<file path="config.mk">
export PLATFORM = sky130hd
export DESIGN_NAME = frontend_top
export DESIGN_NICKNAME = d
export VERILOG_FILES = /design/src/rtl/isa_pkg.sv /design/src/rtl/frontend_pkg.sv /design/src/rtl/decoder.sv /design/src/rtl/dispatch_ctrl.sv /design/src/rtl/fetch_unit.sv /design/src/rtl/frontend_top.sv /design/src/rtl/icache.sv /design/src/rtl/slot_pair_reg.sv
export VERILOG_INCLUDE_DIRS = /design/src /design/src/rtl
export SDC_FILE = /design/constraint.sdc
export NUM_CORES = 2
export LEC_CHECK = 0
export BUFFER_PORTS_ARGS = -buffer_cell sky130_fd_sc_hd__buf_2
export CAP_MARGIN = 20
export CORE_AREA = 2 2 525 527
export CTS_CLUSTER_DIAMETER = 40
export DETAILED_ROUTE_END_ITERATION = 10
export DIE_AREA = 0 0 527 529
export HOLD_SLACK_MARGIN = 0.15
export SYNTH_ARGS = -nofsm -noshare
export SYNTH_HDL_FRONTEND = slang
export SYNTH_SLANG_ARGS = --single-unit
</file>
<file path="constraint.sdc">
create_clock -name clock -period 9.3 [get_ports clock]
set_input_delay 0.93 -clock clock [delete_from_list [all_inputs] [get_ports clock]]
set_output_delay 0.93 -clock clock [all_outputs]
set_load 0.1 [all_outputs]
</file>
<file path="src/rtl/frontend_cfg.svh">
// Widths are fixed for a 32-bit, two-wide front end with 64-bit cache lines; other values are untested
`ifndef FRONTEND_CFG_SVH
`define FRONTEND_CFG_SVH

////////////////////
// Datapath widths
`define FE_ADDR_WIDTH  32   // Byte address
`define FE_INST_WIDTH  32
`define FE_LINE_WIDTH  64   // Two instructions per line

////////////////////
// Instruction cache
`define FE_CACHE_LINES 32   // Power of two

////////////////////
// Reset values
`define FE_ZERO_REG    31
`define FE_NOOP_INST   32'h43ff_041f  // ADD r31, r31 -> r31
`define FE_RESET_PC    32'h0000_0000

`endif

</file>
<file path="src/rtl/isa_pkg.sv">
// Covers only a small Alpha-like subset; every encoding outside these tables decodes as illegal
package isa_pkg;

  ////////////////////
  // Opcodes, bits 31:26
  typedef enum logic [5:0] {
    OP_PAL  = 6'h00,
    OP_OPER = 6'h10,
    OP_LDQ  = 6'h29,
    OP_STQ  = 6'h2d,
    OP_BR   = 6'h30,
    OP_BEQ  = 6'h39
  } opcode_e;

  // Only PAL function recognised
  localparam logic [25:0] PAL_HALT_CODE = 26'h000_0555;

  ////////////////////
  // ALU functions
  typedef enum logic [2:0] {
    ALU_ADD = 3'd0,  // Also the address add
    ALU_SUB = 3'd1,
    ALU_AND = 3'd2,
    ALU_OR  = 3'd3,
    ALU_XOR = 3'd4,
    ALU_SLL = 3'd5
  } alu_func_e;

  localparam int ALU_FUNCS = 6;

  // Operate function field (bits 11:5), indexed by alu_func_e
  localparam logic [6:0] OPER_FN_TABLE [ALU_FUNCS] = '{
    7'h20,  // ALU_ADD
    7'h29,  // ALU_SUB
    7'h00,  // ALU_AND
    7'h08,  // ALU_OR
    7'h40,  // ALU_XOR
    7'h39   // ALU_SLL
  };

  typedef enum logic [1:0] {
    NO_ERROR          = 2'd0,
    HALTED_ON_HALT    = 2'd1,
    HALTED_ON_ILLEGAL = 2'd2
  } error_status_e;

  typedef logic [4:0] reg_idx_t;

  // 24 bits of control for one instruction
  typedef struct packed {
    reg_idx_t  rega_idx;
    reg_idx_t  regb_idx;
    reg_idx_t  dest_idx;
    alu_func_e alu_func;
    logic      rd_mem;
    logic      wr_mem;
    logic      cond_branch;
    logic      uncond_branch;
    logic      halt;
    logic      illegal;
  } decoded_t;

endpackage

</file>
<file path="src/rtl/frontend_pkg.sv">
// Slot types assume one fetch pair per cache line; the Wishbone request is read-only, no we or sel
`include "frontend_cfg.svh"

package frontend_pkg;

  ////////////////////
  // Pipeline slots
  typedef struct packed {
    logic [`FE_ADDR_WIDTH-1:0] npc;   // Address of the next instruction
    logic [`FE_INST_WIDTH-1:0] ir;
    logic                      valid;
  } fetch_slot_t;

  typedef struct packed {
    logic [`FE_ADDR_WIDTH-1:0] npc;
    logic [`FE_INST_WIDTH-1:0] ir;
    isa_pkg::decoded_t         dec;
    logic                      valid;
  } dispatch_slot_t;

  ////////////////////
  // Wishbone classic read request
  typedef struct packed {
    logic                      cyc;
    logic                      stb;   // Same as cyc, single transfers only
    logic [`FE_ADDR_WIDTH-1:0] adr;   // Always line aligned
  } wb_req_t;

endpackage

</file>
<file path="src/rtl/decoder.sv">
// Pure combinational decode of one word; the slot valid bit is carried outside this block
`timescale 1ns/1ps
`include "frontend_cfg.svh"

module decoder (
  input  logic [`FE_INST_WIDTH-1:0] ir,
  output isa_pkg::decoded_t         decoded
);

  isa_pkg::opcode_e opcode;
  logic [6:0]       oper_fn;
  logic             fn_known;

  assign opcode  = isa_pkg::opcode_e'(ir[31:26]);
  assign oper_fn = ir[11:5];

  always_comb begin
    decoded          = '0;
    fn_known         = 1'b0;
    decoded.rega_idx = ir[25:21];
    decoded.regb_idx = ir[20:16];
    decoded.dest_idx = 5'(`FE_ZERO_REG);   // No write unless set below
    decoded.alu_func = isa_pkg::ALU_ADD;

    case (opcode)
      isa_pkg::OP_PAL: begin
        if (ir[25:0] == isa_pkg::PAL_HALT_CODE) decoded.halt = 1'b1;
        else decoded.illegal = 1'b1;   // Any other PAL call
      end
      isa_pkg::OP_OPER: begin
        decoded.dest_idx = ir[4:0];
        for (int i = 0; i < isa_pkg::ALU_FUNCS; i++) begin
          if (oper_fn == isa_pkg::OPER_FN_TABLE[i]) begin
            fn_known         = 1'b1;
            decoded.alu_func = isa_pkg::alu_func_e'(3'(i));
          end
        end
        decoded.illegal = !fn_known;
      end
      isa_pkg::OP_LDQ: begin
        decoded.dest_idx = ir[25:21];
        decoded.rd_mem   = 1'b1;
      end
      isa_pkg::OP_STQ: decoded.wr_mem = 1'b1;
      isa_pkg::OP_BR: begin
        decoded.dest_idx      = ir[25:21];   // Link register
        decoded.uncond_branch = 1'b1;
      end
      isa_pkg::OP_BEQ: decoded.cond_branch = 1'b1;
      default: decoded.illegal = 1'b1;
    endcase
  end

endmodule

</file>
<file path="src/rtl/dispatch_ctrl.sv">
// Back end takes slots in order; dispatch_free of 3 is treated as 2, error status is sticky until reset
`timescale 1ns/1ps

module dispatch_ctrl (
  input  logic                         clock,
  input  logic                         reset,
  input  frontend_pkg::dispatch_slot_t slots [2],
  input  logic [1:0]                   dispatch_free,
  input  logic                         redirect_valid,
  output logic                         dp_load,
  output logic                         dp_shift,
  output logic                         if_load,
  output logic                         flush,
  output isa_pkg::error_status_e       error_status
);

  logic accept0;
  logic accept1;

  assign accept0 = slots[0].valid && (dispatch_free >= 2'd1);
  assign accept1 = slots[1].valid && (dispatch_free >= 2'd2);

  ////////////////////
  // Register controls
  assign dp_load  = (!slots[0].valid || accept0) && (!slots[1].valid || accept1);
  assign dp_shift = accept0 && slots[1].valid && !accept1;   // Partial acceptance
  assign if_load  = dp_load;
  assign flush    = redirect_valid;

  // First accepted halt or illegal wins, slot 0 first
  always_ff @(posedge clock) begin
    if (reset) begin
      error_status <= isa_pkg::NO_ERROR;
    end else if (error_status == isa_pkg::NO_ERROR) begin
      if (accept0 && slots[0].dec.illegal) begin
        error_status <= isa_pkg::HALTED_ON_ILLEGAL;
      end else if (accept0 && slots[0].dec.halt) begin
        error_status <= isa_pkg::HALTED_ON_HALT;
      end else if (accept1 && slots[1].dec.illegal) begin
        error_status <= isa_pkg::HALTED_ON_ILLEGAL;
      end else if (accept1 && slots[1].dec.halt) begin
        error_status <= isa_pkg::HALTED_ON_HALT;
      end
    end
  end

endmodule

</file>
<file path="src/rtl/fetch_unit.sv">
// PC is kept line aligned, so redirect targets must be 8-byte aligned; no branch prediction
`timescale 1ns/1ps
`include "frontend_cfg.svh"

module fetch_unit (
  input  logic                      clock,
  input  logic                      reset,
  input  logic                      advance,
  input  logic                      redirect_valid,
  input  logic [`FE_ADDR_WIDTH-1:0] redirect_pc,
  input  logic                      hit,
  input  logic [`FE_LINE_WIDTH-1:0] line_data,
  output logic [`FE_ADDR_WIDTH-1:0] fetch_addr,
  output logic                      fetch_req,
  output frontend_pkg::fetch_slot_t fetch_pair [2]
);

  localparam int OFFSET_W = $clog2(`FE_LINE_WIDTH / 8);
  localparam logic [`FE_ADDR_WIDTH-1:0] INST_STEP = `FE_INST_WIDTH / 8;
  localparam logic [`FE_ADDR_WIDTH-1:0] LINE_STEP = `FE_LINE_WIDTH / 8;

  logic [`FE_ADDR_WIDTH-1:0] pc;
  logic [`FE_ADDR_WIDTH-1:0] line_pc;

  assign line_pc    = {pc[`FE_ADDR_WIDTH-1:OFFSET_W], {OFFSET_W{1'b0}}};
  assign fetch_addr = line_pc;
  assign fetch_req  = !redirect_valid;   // Old path is dropped on redirect

  // Split the line, lower word first
  always_comb begin
    fetch_pair[0].npc   = line_pc + INST_STEP;
    fetch_pair[0].ir    = line_data[`FE_INST_WIDTH-1:0];
    fetch_pair[0].valid = hit;
    fetch_pair[1].npc   = line_pc + LINE_STEP;
    fetch_pair[1].ir    = line_data[`FE_LINE_WIDTH-1 -: `FE_INST_WIDTH];
    fetch_pair[1].valid = hit;
  end

  ////////////////////
  // Program counter
  always_ff @(posedge clock) begin
    if (reset) begin
      pc <= `FE_RESET_PC;
    end else if (redirect_valid) begin
      pc <= redirect_pc;
    end else if (advance && hit) begin   // IF/ID took a valid pair
      pc <= line_pc + LINE_STEP;
    end
  end

endmodule

</file>
<file path="src/rtl/frontend_top.sv">
// Front end only; the back end drives dispatch_free and redirects, memory is a Wishbone read slave
`timescale 1ns/1ps
`include "frontend_cfg.svh"

module frontend_top (
  input  logic                         clock,
  input  logic                         reset,
  output frontend_pkg::wb_req_t        wb_req,
  input  logic [`FE_LINE_WIDTH-1:0]    wb_dat_i,
  input  logic                         wb_ack,
  input  logic [1:0]                   dispatch_free,
  input  logic                         redirect_valid,
  input  logic [`FE_ADDR_WIDTH-1:0]    redirect_pc,
  output frontend_pkg::dispatch_slot_t dispatch_slots [2],
  output isa_pkg::error_status_e       error_status
);

  logic [`FE_ADDR_WIDTH-1:0]    fetch_addr;
  logic                         fetch_req;
  logic                         hit;
  logic [`FE_LINE_WIDTH-1:0]    line_data;
  frontend_pkg::fetch_slot_t    fetch_pair [2];
  frontend_pkg::fetch_slot_t    if_id [2];
  isa_pkg::decoded_t            id_dec [2];
  frontend_pkg::dispatch_slot_t id_dp_din [2];
  logic                         dp_load;
  logic                         dp_shift;
  logic                         if_load;
  logic                         flush;

  ////////////////////
  // Fetch
  icache u_icache (
    .clock, .reset, .fetch_addr, .fetch_req, .hit, .line_data,
    .wb_req, .wb_dat_i, .wb_ack
  );

  fetch_unit u_fetch (
    .clock, .reset, .advance(if_load), .redirect_valid, .redirect_pc,
    .hit, .line_data, .fetch_addr, .fetch_req, .fetch_pair
  );

  slot_pair_reg #(.slot_t(frontend_pkg::fetch_slot_t)) u_if_id (
    .clock, .reset, .load(if_load), .shift(1'b0), .flush,
    .din(fetch_pair), .dout(if_id)
  );

  ////////////////////
  // Decode, one per slot
  for (genvar s = 0; s < 2; s++) begin : g_decode
    decoder u_decoder (.ir(if_id[s].ir), .decoded(id_dec[s]));

    assign id_dp_din[s].npc   = if_id[s].npc;
    assign id_dp_din[s].ir    = if_id[s].ir;
    assign id_dp_din[s].dec   = id_dec[s];
    assign id_dp_din[s].valid = if_id[s].valid;
  end

  ////////////////////
  // Dispatch
  slot_pair_reg #(.slot_t(frontend_pkg::dispatch_slot_t)) u_id_dp (
    .clock, .reset, .load(dp_load), .shift(dp_shift), .flush,
    .din(id_dp_din), .dout(dispatch_slots)
  );

  dispatch_ctrl u_dispatch_ctrl (
    .clock, .reset, .slots(dispatch_slots), .dispatch_free, .redirect_valid,
    .dp_load, .dp_shift, .if_load, .flush, .error_status
  );

endmodule

</file>
<file path="src/rtl/icache.sv">
// Direct mapped and read only; one Wishbone read in flight, a fill is never aborted by a redirect
`timescale 1ns/1ps
`include "frontend_cfg.svh"

module icache (
  input  logic                      clock,
  input  logic                      reset,
  input  logic [`FE_ADDR_WIDTH-1:0] fetch_addr,
  input  logic                      fetch_req,
  output logic                      hit,
  output logic [`FE_LINE_WIDTH-1:0] line_data,
  output frontend_pkg::wb_req_t     wb_req,
  input  logic [`FE_LINE_WIDTH-1:0] wb_dat_i,
  input  logic                      wb_ack
);

  localparam int OFFSET_W = $clog2(`FE_LINE_WIDTH / 8);
  localparam int INDEX_W  = $clog2(`FE_CACHE_LINES);
  localparam int TAG_W    = `FE_ADDR_WIDTH - INDEX_W - OFFSET_W;

  typedef enum logic {s_idle, s_busy} fill_state_e;

  logic                      line_valid [`FE_CACHE_LINES];
  logic [TAG_W-1:0]          tag_mem    [`FE_CACHE_LINES];
  logic [`FE_LINE_WIDTH-1:0] data_mem   [`FE_CACHE_LINES];

  fill_state_e               state;
  logic [`FE_ADDR_WIDTH-1:0] fill_addr;   // Line being fetched
  logic                      fill_done;
  logic [INDEX_W-1:0]        rd_index;
  logic [TAG_W-1:0]          rd_tag;
  logic [INDEX_W-1:0]        fill_index;
  logic [TAG_W-1:0]          fill_tag;

  assign rd_index   = fetch_addr[OFFSET_W +: INDEX_W];
  assign rd_tag     = fetch_addr[`FE_ADDR_WIDTH-1 -: TAG_W];
  assign fill_index = fill_addr[OFFSET_W +: INDEX_W];
  assign fill_tag   = fill_addr[`FE_ADDR_WIDTH-1 -: TAG_W];
  assign fill_done  = (state == s_busy) && wb_ack;

  ////////////////////
  // Lookup, same cycle
  assign hit       = fetch_req && line_valid[rd_index] && (tag_mem[rd_index] == rd_tag);
  assign line_data = data_mem[rd_index];

  always_ff @(posedge clock) begin
    if (reset) begin
      for (int i = 0; i < `FE_CACHE_LINES; i++) begin
        line_valid[i] <= 1'b0;
      end
    end else if (fill_done) begin
      line_valid[fill_index] <= 1'b1;
    end
  end

  always_ff @(posedge clock) begin
    if (fill_done) begin
      tag_mem[fill_index]  <= fill_tag;
      data_mem[fill_index] <= wb_dat_i;   // Sampled on the ack edge
    end
  end

  ////////////////////
  // Miss handling
  always_ff @(posedge clock) begin
    if (reset) begin
      state <= s_idle;
    end else begin
      case (state)
        s_idle: if (fetch_req && !hit) state <= s_busy;
        s_busy: if (wb_ack) state <= s_idle;   // cyc drops the cycle after ack
        default: state <= s_idle;
      endcase
    end
  end

  always_ff @(posedge clock) begin
    if (state == s_idle && fetch_req && !hit) begin
      fill_addr <= {fetch_addr[`FE_ADDR_WIDTH-1:OFFSET_W], {OFFSET_W{1'b0}}};
    end
  end

  always_comb begin
    wb_req.cyc = (state == s_busy);
    wb_req.stb = (state == s_busy);
    wb_req.adr = fill_addr;
  end

endmodule

</file>
<file path="src/rtl/slot_pair_reg.sv">
// slot_t must be a struct with ir and valid fields; only those two are cleared on reset or flush
`timescale 1ns/1ps
`include "frontend_cfg.svh"

module slot_pair_reg #(
  parameter type slot_t = frontend_pkg::fetch_slot_t
) (
  input  logic  clock,
  input  logic  reset,
  input  logic  load,
  input  logic  shift,
  input  logic  flush,
  input  slot_t din  [2],
  output slot_t dout [2]
);

  always_ff @(posedge clock) begin
    if (reset || flush) begin   // Flush beats load
      for (int i = 0; i < 2; i++) begin
        dout[i].valid <= 1'b0;
        dout[i].ir    <= `FE_NOOP_INST;
      end
    end else if (load) begin
      dout[0] <= din[0];
      dout[1] <= din[1];
    end else if (shift) begin
      // Slot 0 left, slot 1 moves down
      dout[0]       <= dout[1];
      dout[1].valid <= 1'b0;
    end
  end

endmodule

</file>
==> results.toml <==
[critical_path]
max_stage_delay_ns = 0.76
worstSetupPathType = "reg2reg"
cp_max_fo = 39
critPathLaunchType = "flop"
cp-end-kind = "flop"
crit_family = "simple AND/OR/NAND/NOR gates"
crit_path_cell_trace = "buf_4 -> mux4_2 -> or3_1 -> o211a_1 -> nor4b_1 -> xor2_1 -> and4_1 -> and4b_1 -> and2_1 -> xnor2_1 -> a211oi_1"
cp_slowest_cell = "dfxtp_4"
cp.arrival_ns = 6.41
cp.depth = 11
critical_path_buf_inv_count = 1
rr_worst_depth = 11
r2r_slack_ns = 3.67
crit_required_ns = 10.07

[timing]
period_share = 0.606
rsz0062_at_grt = "no"
slew_violations = 0
tns_ns = 0
layout_min_cycle_time_ns = 5.63
hold_viol = 0
setup_viol = 0
fmax_ghz = 0.177
relSlewSlack = 0.232
tightest_slew_ns = 1.15
fin_worst_skew_ns = 0.0847

[clocking]
clk_latency_ns = 0.98
cts_tree = "yes"
cts_buffers = 429
postCtsSetupRepairBufs = 0
ctsResizeCount = 0
cts_max_level = 5
ctsLongestPathBuffers = 4
path_clk_slew_ns = 0.06
cts_hold_repair.buffers = 0
clkSinkCount = 3210
root_buffer = "clkbuf_16"

[flow_run]
max-cap-violations = 0

[routing]
wl_um = 341000
drcViolationCount = 0
vias = 62800
detail-route-antenna-nets = 0
drt_iter0_markers = 7272
via_per_inst = 6.03
post_drt_wl_per_cell_um = 32.8
firstDrtPassIters = 7

[synthesis]
avgSynthCellArea_um2 = 21.0
yosysTopAreaCell = "edfxtp_1"
yosys_warnings = 0
synthCells = 5828
synthAdderAreaFrac = 0.000102
netlist.area_leader.share = 0.738
synth_xor_area_frac = 0.00472
ys.flop_type = "edfxtp_1"
synth_top_family_by_area = "multiplexers"
synthTopCellsByArea = "edfxtp_1 74%, mux4_2 14%, dfxtp_1 3.3%"
yosysMostFrequentCell = "edfxtp_1"
synth-compound-area-share = 0.0208
synth_edf_count = 3010
ys_top_cells_by_count = "3010 x edfxtp_1, 782 x mux4_2, 381 x nand2_1"
synthesis.area_mm2 = 0.123
synth_mux_area_frac = 0.162
yosysUniqueCellTypes = 74
ys_seq_area_frac = 0.770
postSynth.asyncResetShare = 0
ys_ff_latch = 3210
yosys.area_share.simple = 0.0300

[floorplanning]
coreArea_mm2 = 0.273
floorplan.initialDensity = 0.449
die-area_mm2 = 0.279
die-height_um = 529
rows = 192
die_w_um = 527
num_io_pins = 316

[hold_path]
holdCritPathClass = "in2reg"
min_path_cells = 2

[placement]
io_buffers = 304
globalplace.congestion = 0.821
hpwl_um = 187000

[power]
p_leak_nw = 46.2
power_mw = 34.9
powerDensity_mw_per_mm2 = 243
ir_drop_mv = 0.169

[cells_and_area]
fillers = 21200
nets = 6520
syn_to_final_growth_pct = 17.6
drive_gt1_frac = 0.305

[global_routing]
grt_pass1_wl_um = 477000
antenna_found_initial = 38
track_usage = 0.242
grt-ovfl-total = 0
grt_pass1_vias = 63000
grt_max_degree = 123

[outcome]
outcome = "finished, final reports clean"
==> power by group <==
group | leakage (nW) | switching (mW) | total [mW] | internal [mW]
combinational | 10.2 | 1.27 | 1.96 | 0.686
sequential | 28.8 | 0.172 | 16.1 | 15.9
clock | 7.18 | 6.46 | 16.9 | 10.4
==> through the flow <==
stage / util / area, um^2 / hold slack (ns) / std cells / worst slack, ns
final: 0.528 / 144000 / 0.220 / 10400 / 3.67
after global routing: 0.528 / 144000 / 0.193 / 10400 / 3.38
after CTS: 0.527 / 144000 / 0.150 / 10400 / 3.73
after detailed placement: 0.473 / 129000 / 0.405 / 9572 / 3.75
after global placement: 0.472 / 129000 / 0.401 / 9568 / 3.76
after floorplan: - / 123000 / 0.400 / 5835 / 2.34
==> routing by layer <==
metal / wire (um) / vias to the layer above / part of all wire / GRT usage
met5: 91 / - / 0.00027 / 0
met4: 14000 / 16 / 0.041 / 0.0918
li1: - / 25400 / - / -
met2: 169000 / 2757 / 0.50 / 0.405
met3: 24300 / 638 / 0.071 / 0.0383
met1: 134000 / 33900 / 0.39 / 0.321
==> worst register-to-register path, cell delays in order, from the launching register on <==
cell and delay, ns:
dfxtp_4 0.76, buf_4 0.70, mux4_2 0.63, or3_1 0.32
o211a_1 0.13, nor4b_1 0.42, xor2_1 0.36, and4_1 0.26
and4b_1 0.71, and2_1 0.51, xnor2_1 0.15, a211oi_1 0.49
==> final cells by class <==
cell class | instances | area, um^2 | share of cell area
sequential | 3210 | 94400 | 0.655
multi-input combinational | 2269 | 26900 | 0.187
clock buffer | 491 | 11200 | 0.0777
tap | 3589 | 4490 | 0.0312
clock inverter | 314 | 3760 | 0.0261
timing repair buffer | 487 | 3130 | 0.0217
inverter | 20 | 90.1 | 0.000625
antenna | 22 | 55.1 | 0.000382
==> cells in the final DEF, fill, tap and decap left out, types with 48 or more instances in the layout <==
cell / n
clkbuf_16: 434
nor2_1: 161
buf_4: 164
bufinv_16: 60
dfxtp_1: 191
mux2i_1: 201
buf_2: 306
o21ai_0: 98
edfxtp_1: 3010
clkinvlp_4: 53
nand3_1: 76
nand2_1: 380
a211oi_1: 48
clkinv_2: 75
mux4_2: 782
==> logic make-up after synthesis <==
kind of cell	count (synthesis)
buf+inv	356
other cells	1
mux	998
simple gates	815
xor+xnor	66
flops	3210
fa+ha+maj	1
compound gates	381
==> flip-flops by register name (all words and copies together) (netlist names), named ones only <==
signal and flops:
u_icache.tag_mem 768, u_dispatch_ctrl.error_status 2, u_id_dp.dout 173, u_if_id.dout 123, u_icache.line_valid 32, u_icache.state 1, u_icache.data_mem 2048, u_fetch.pc 29
u_icache.fill_addr 29
==> worst min path at each step <==
stage                           startpoint  slack (ns)          endpoint
after detailed placement  u_if_id.dout[47]        0.40  u_id_dp.dout[71]
after global routing       redirect_pc[28]        0.19    u_fetch.pc[28]
after floorplan           u_if_id.dout[36]        0.40  u_id_dp.dout[60]
final                      redirect_pc[28]        0.22    u_fetch.pc[28]
after global placement    u_if_id.dout[46]        0.40  u_id_dp.dout[70]
after CTS                  redirect_pc[28]        0.15    u_fetch.pc[28]
Note: power is estimated with default switching activity, not from simulation.
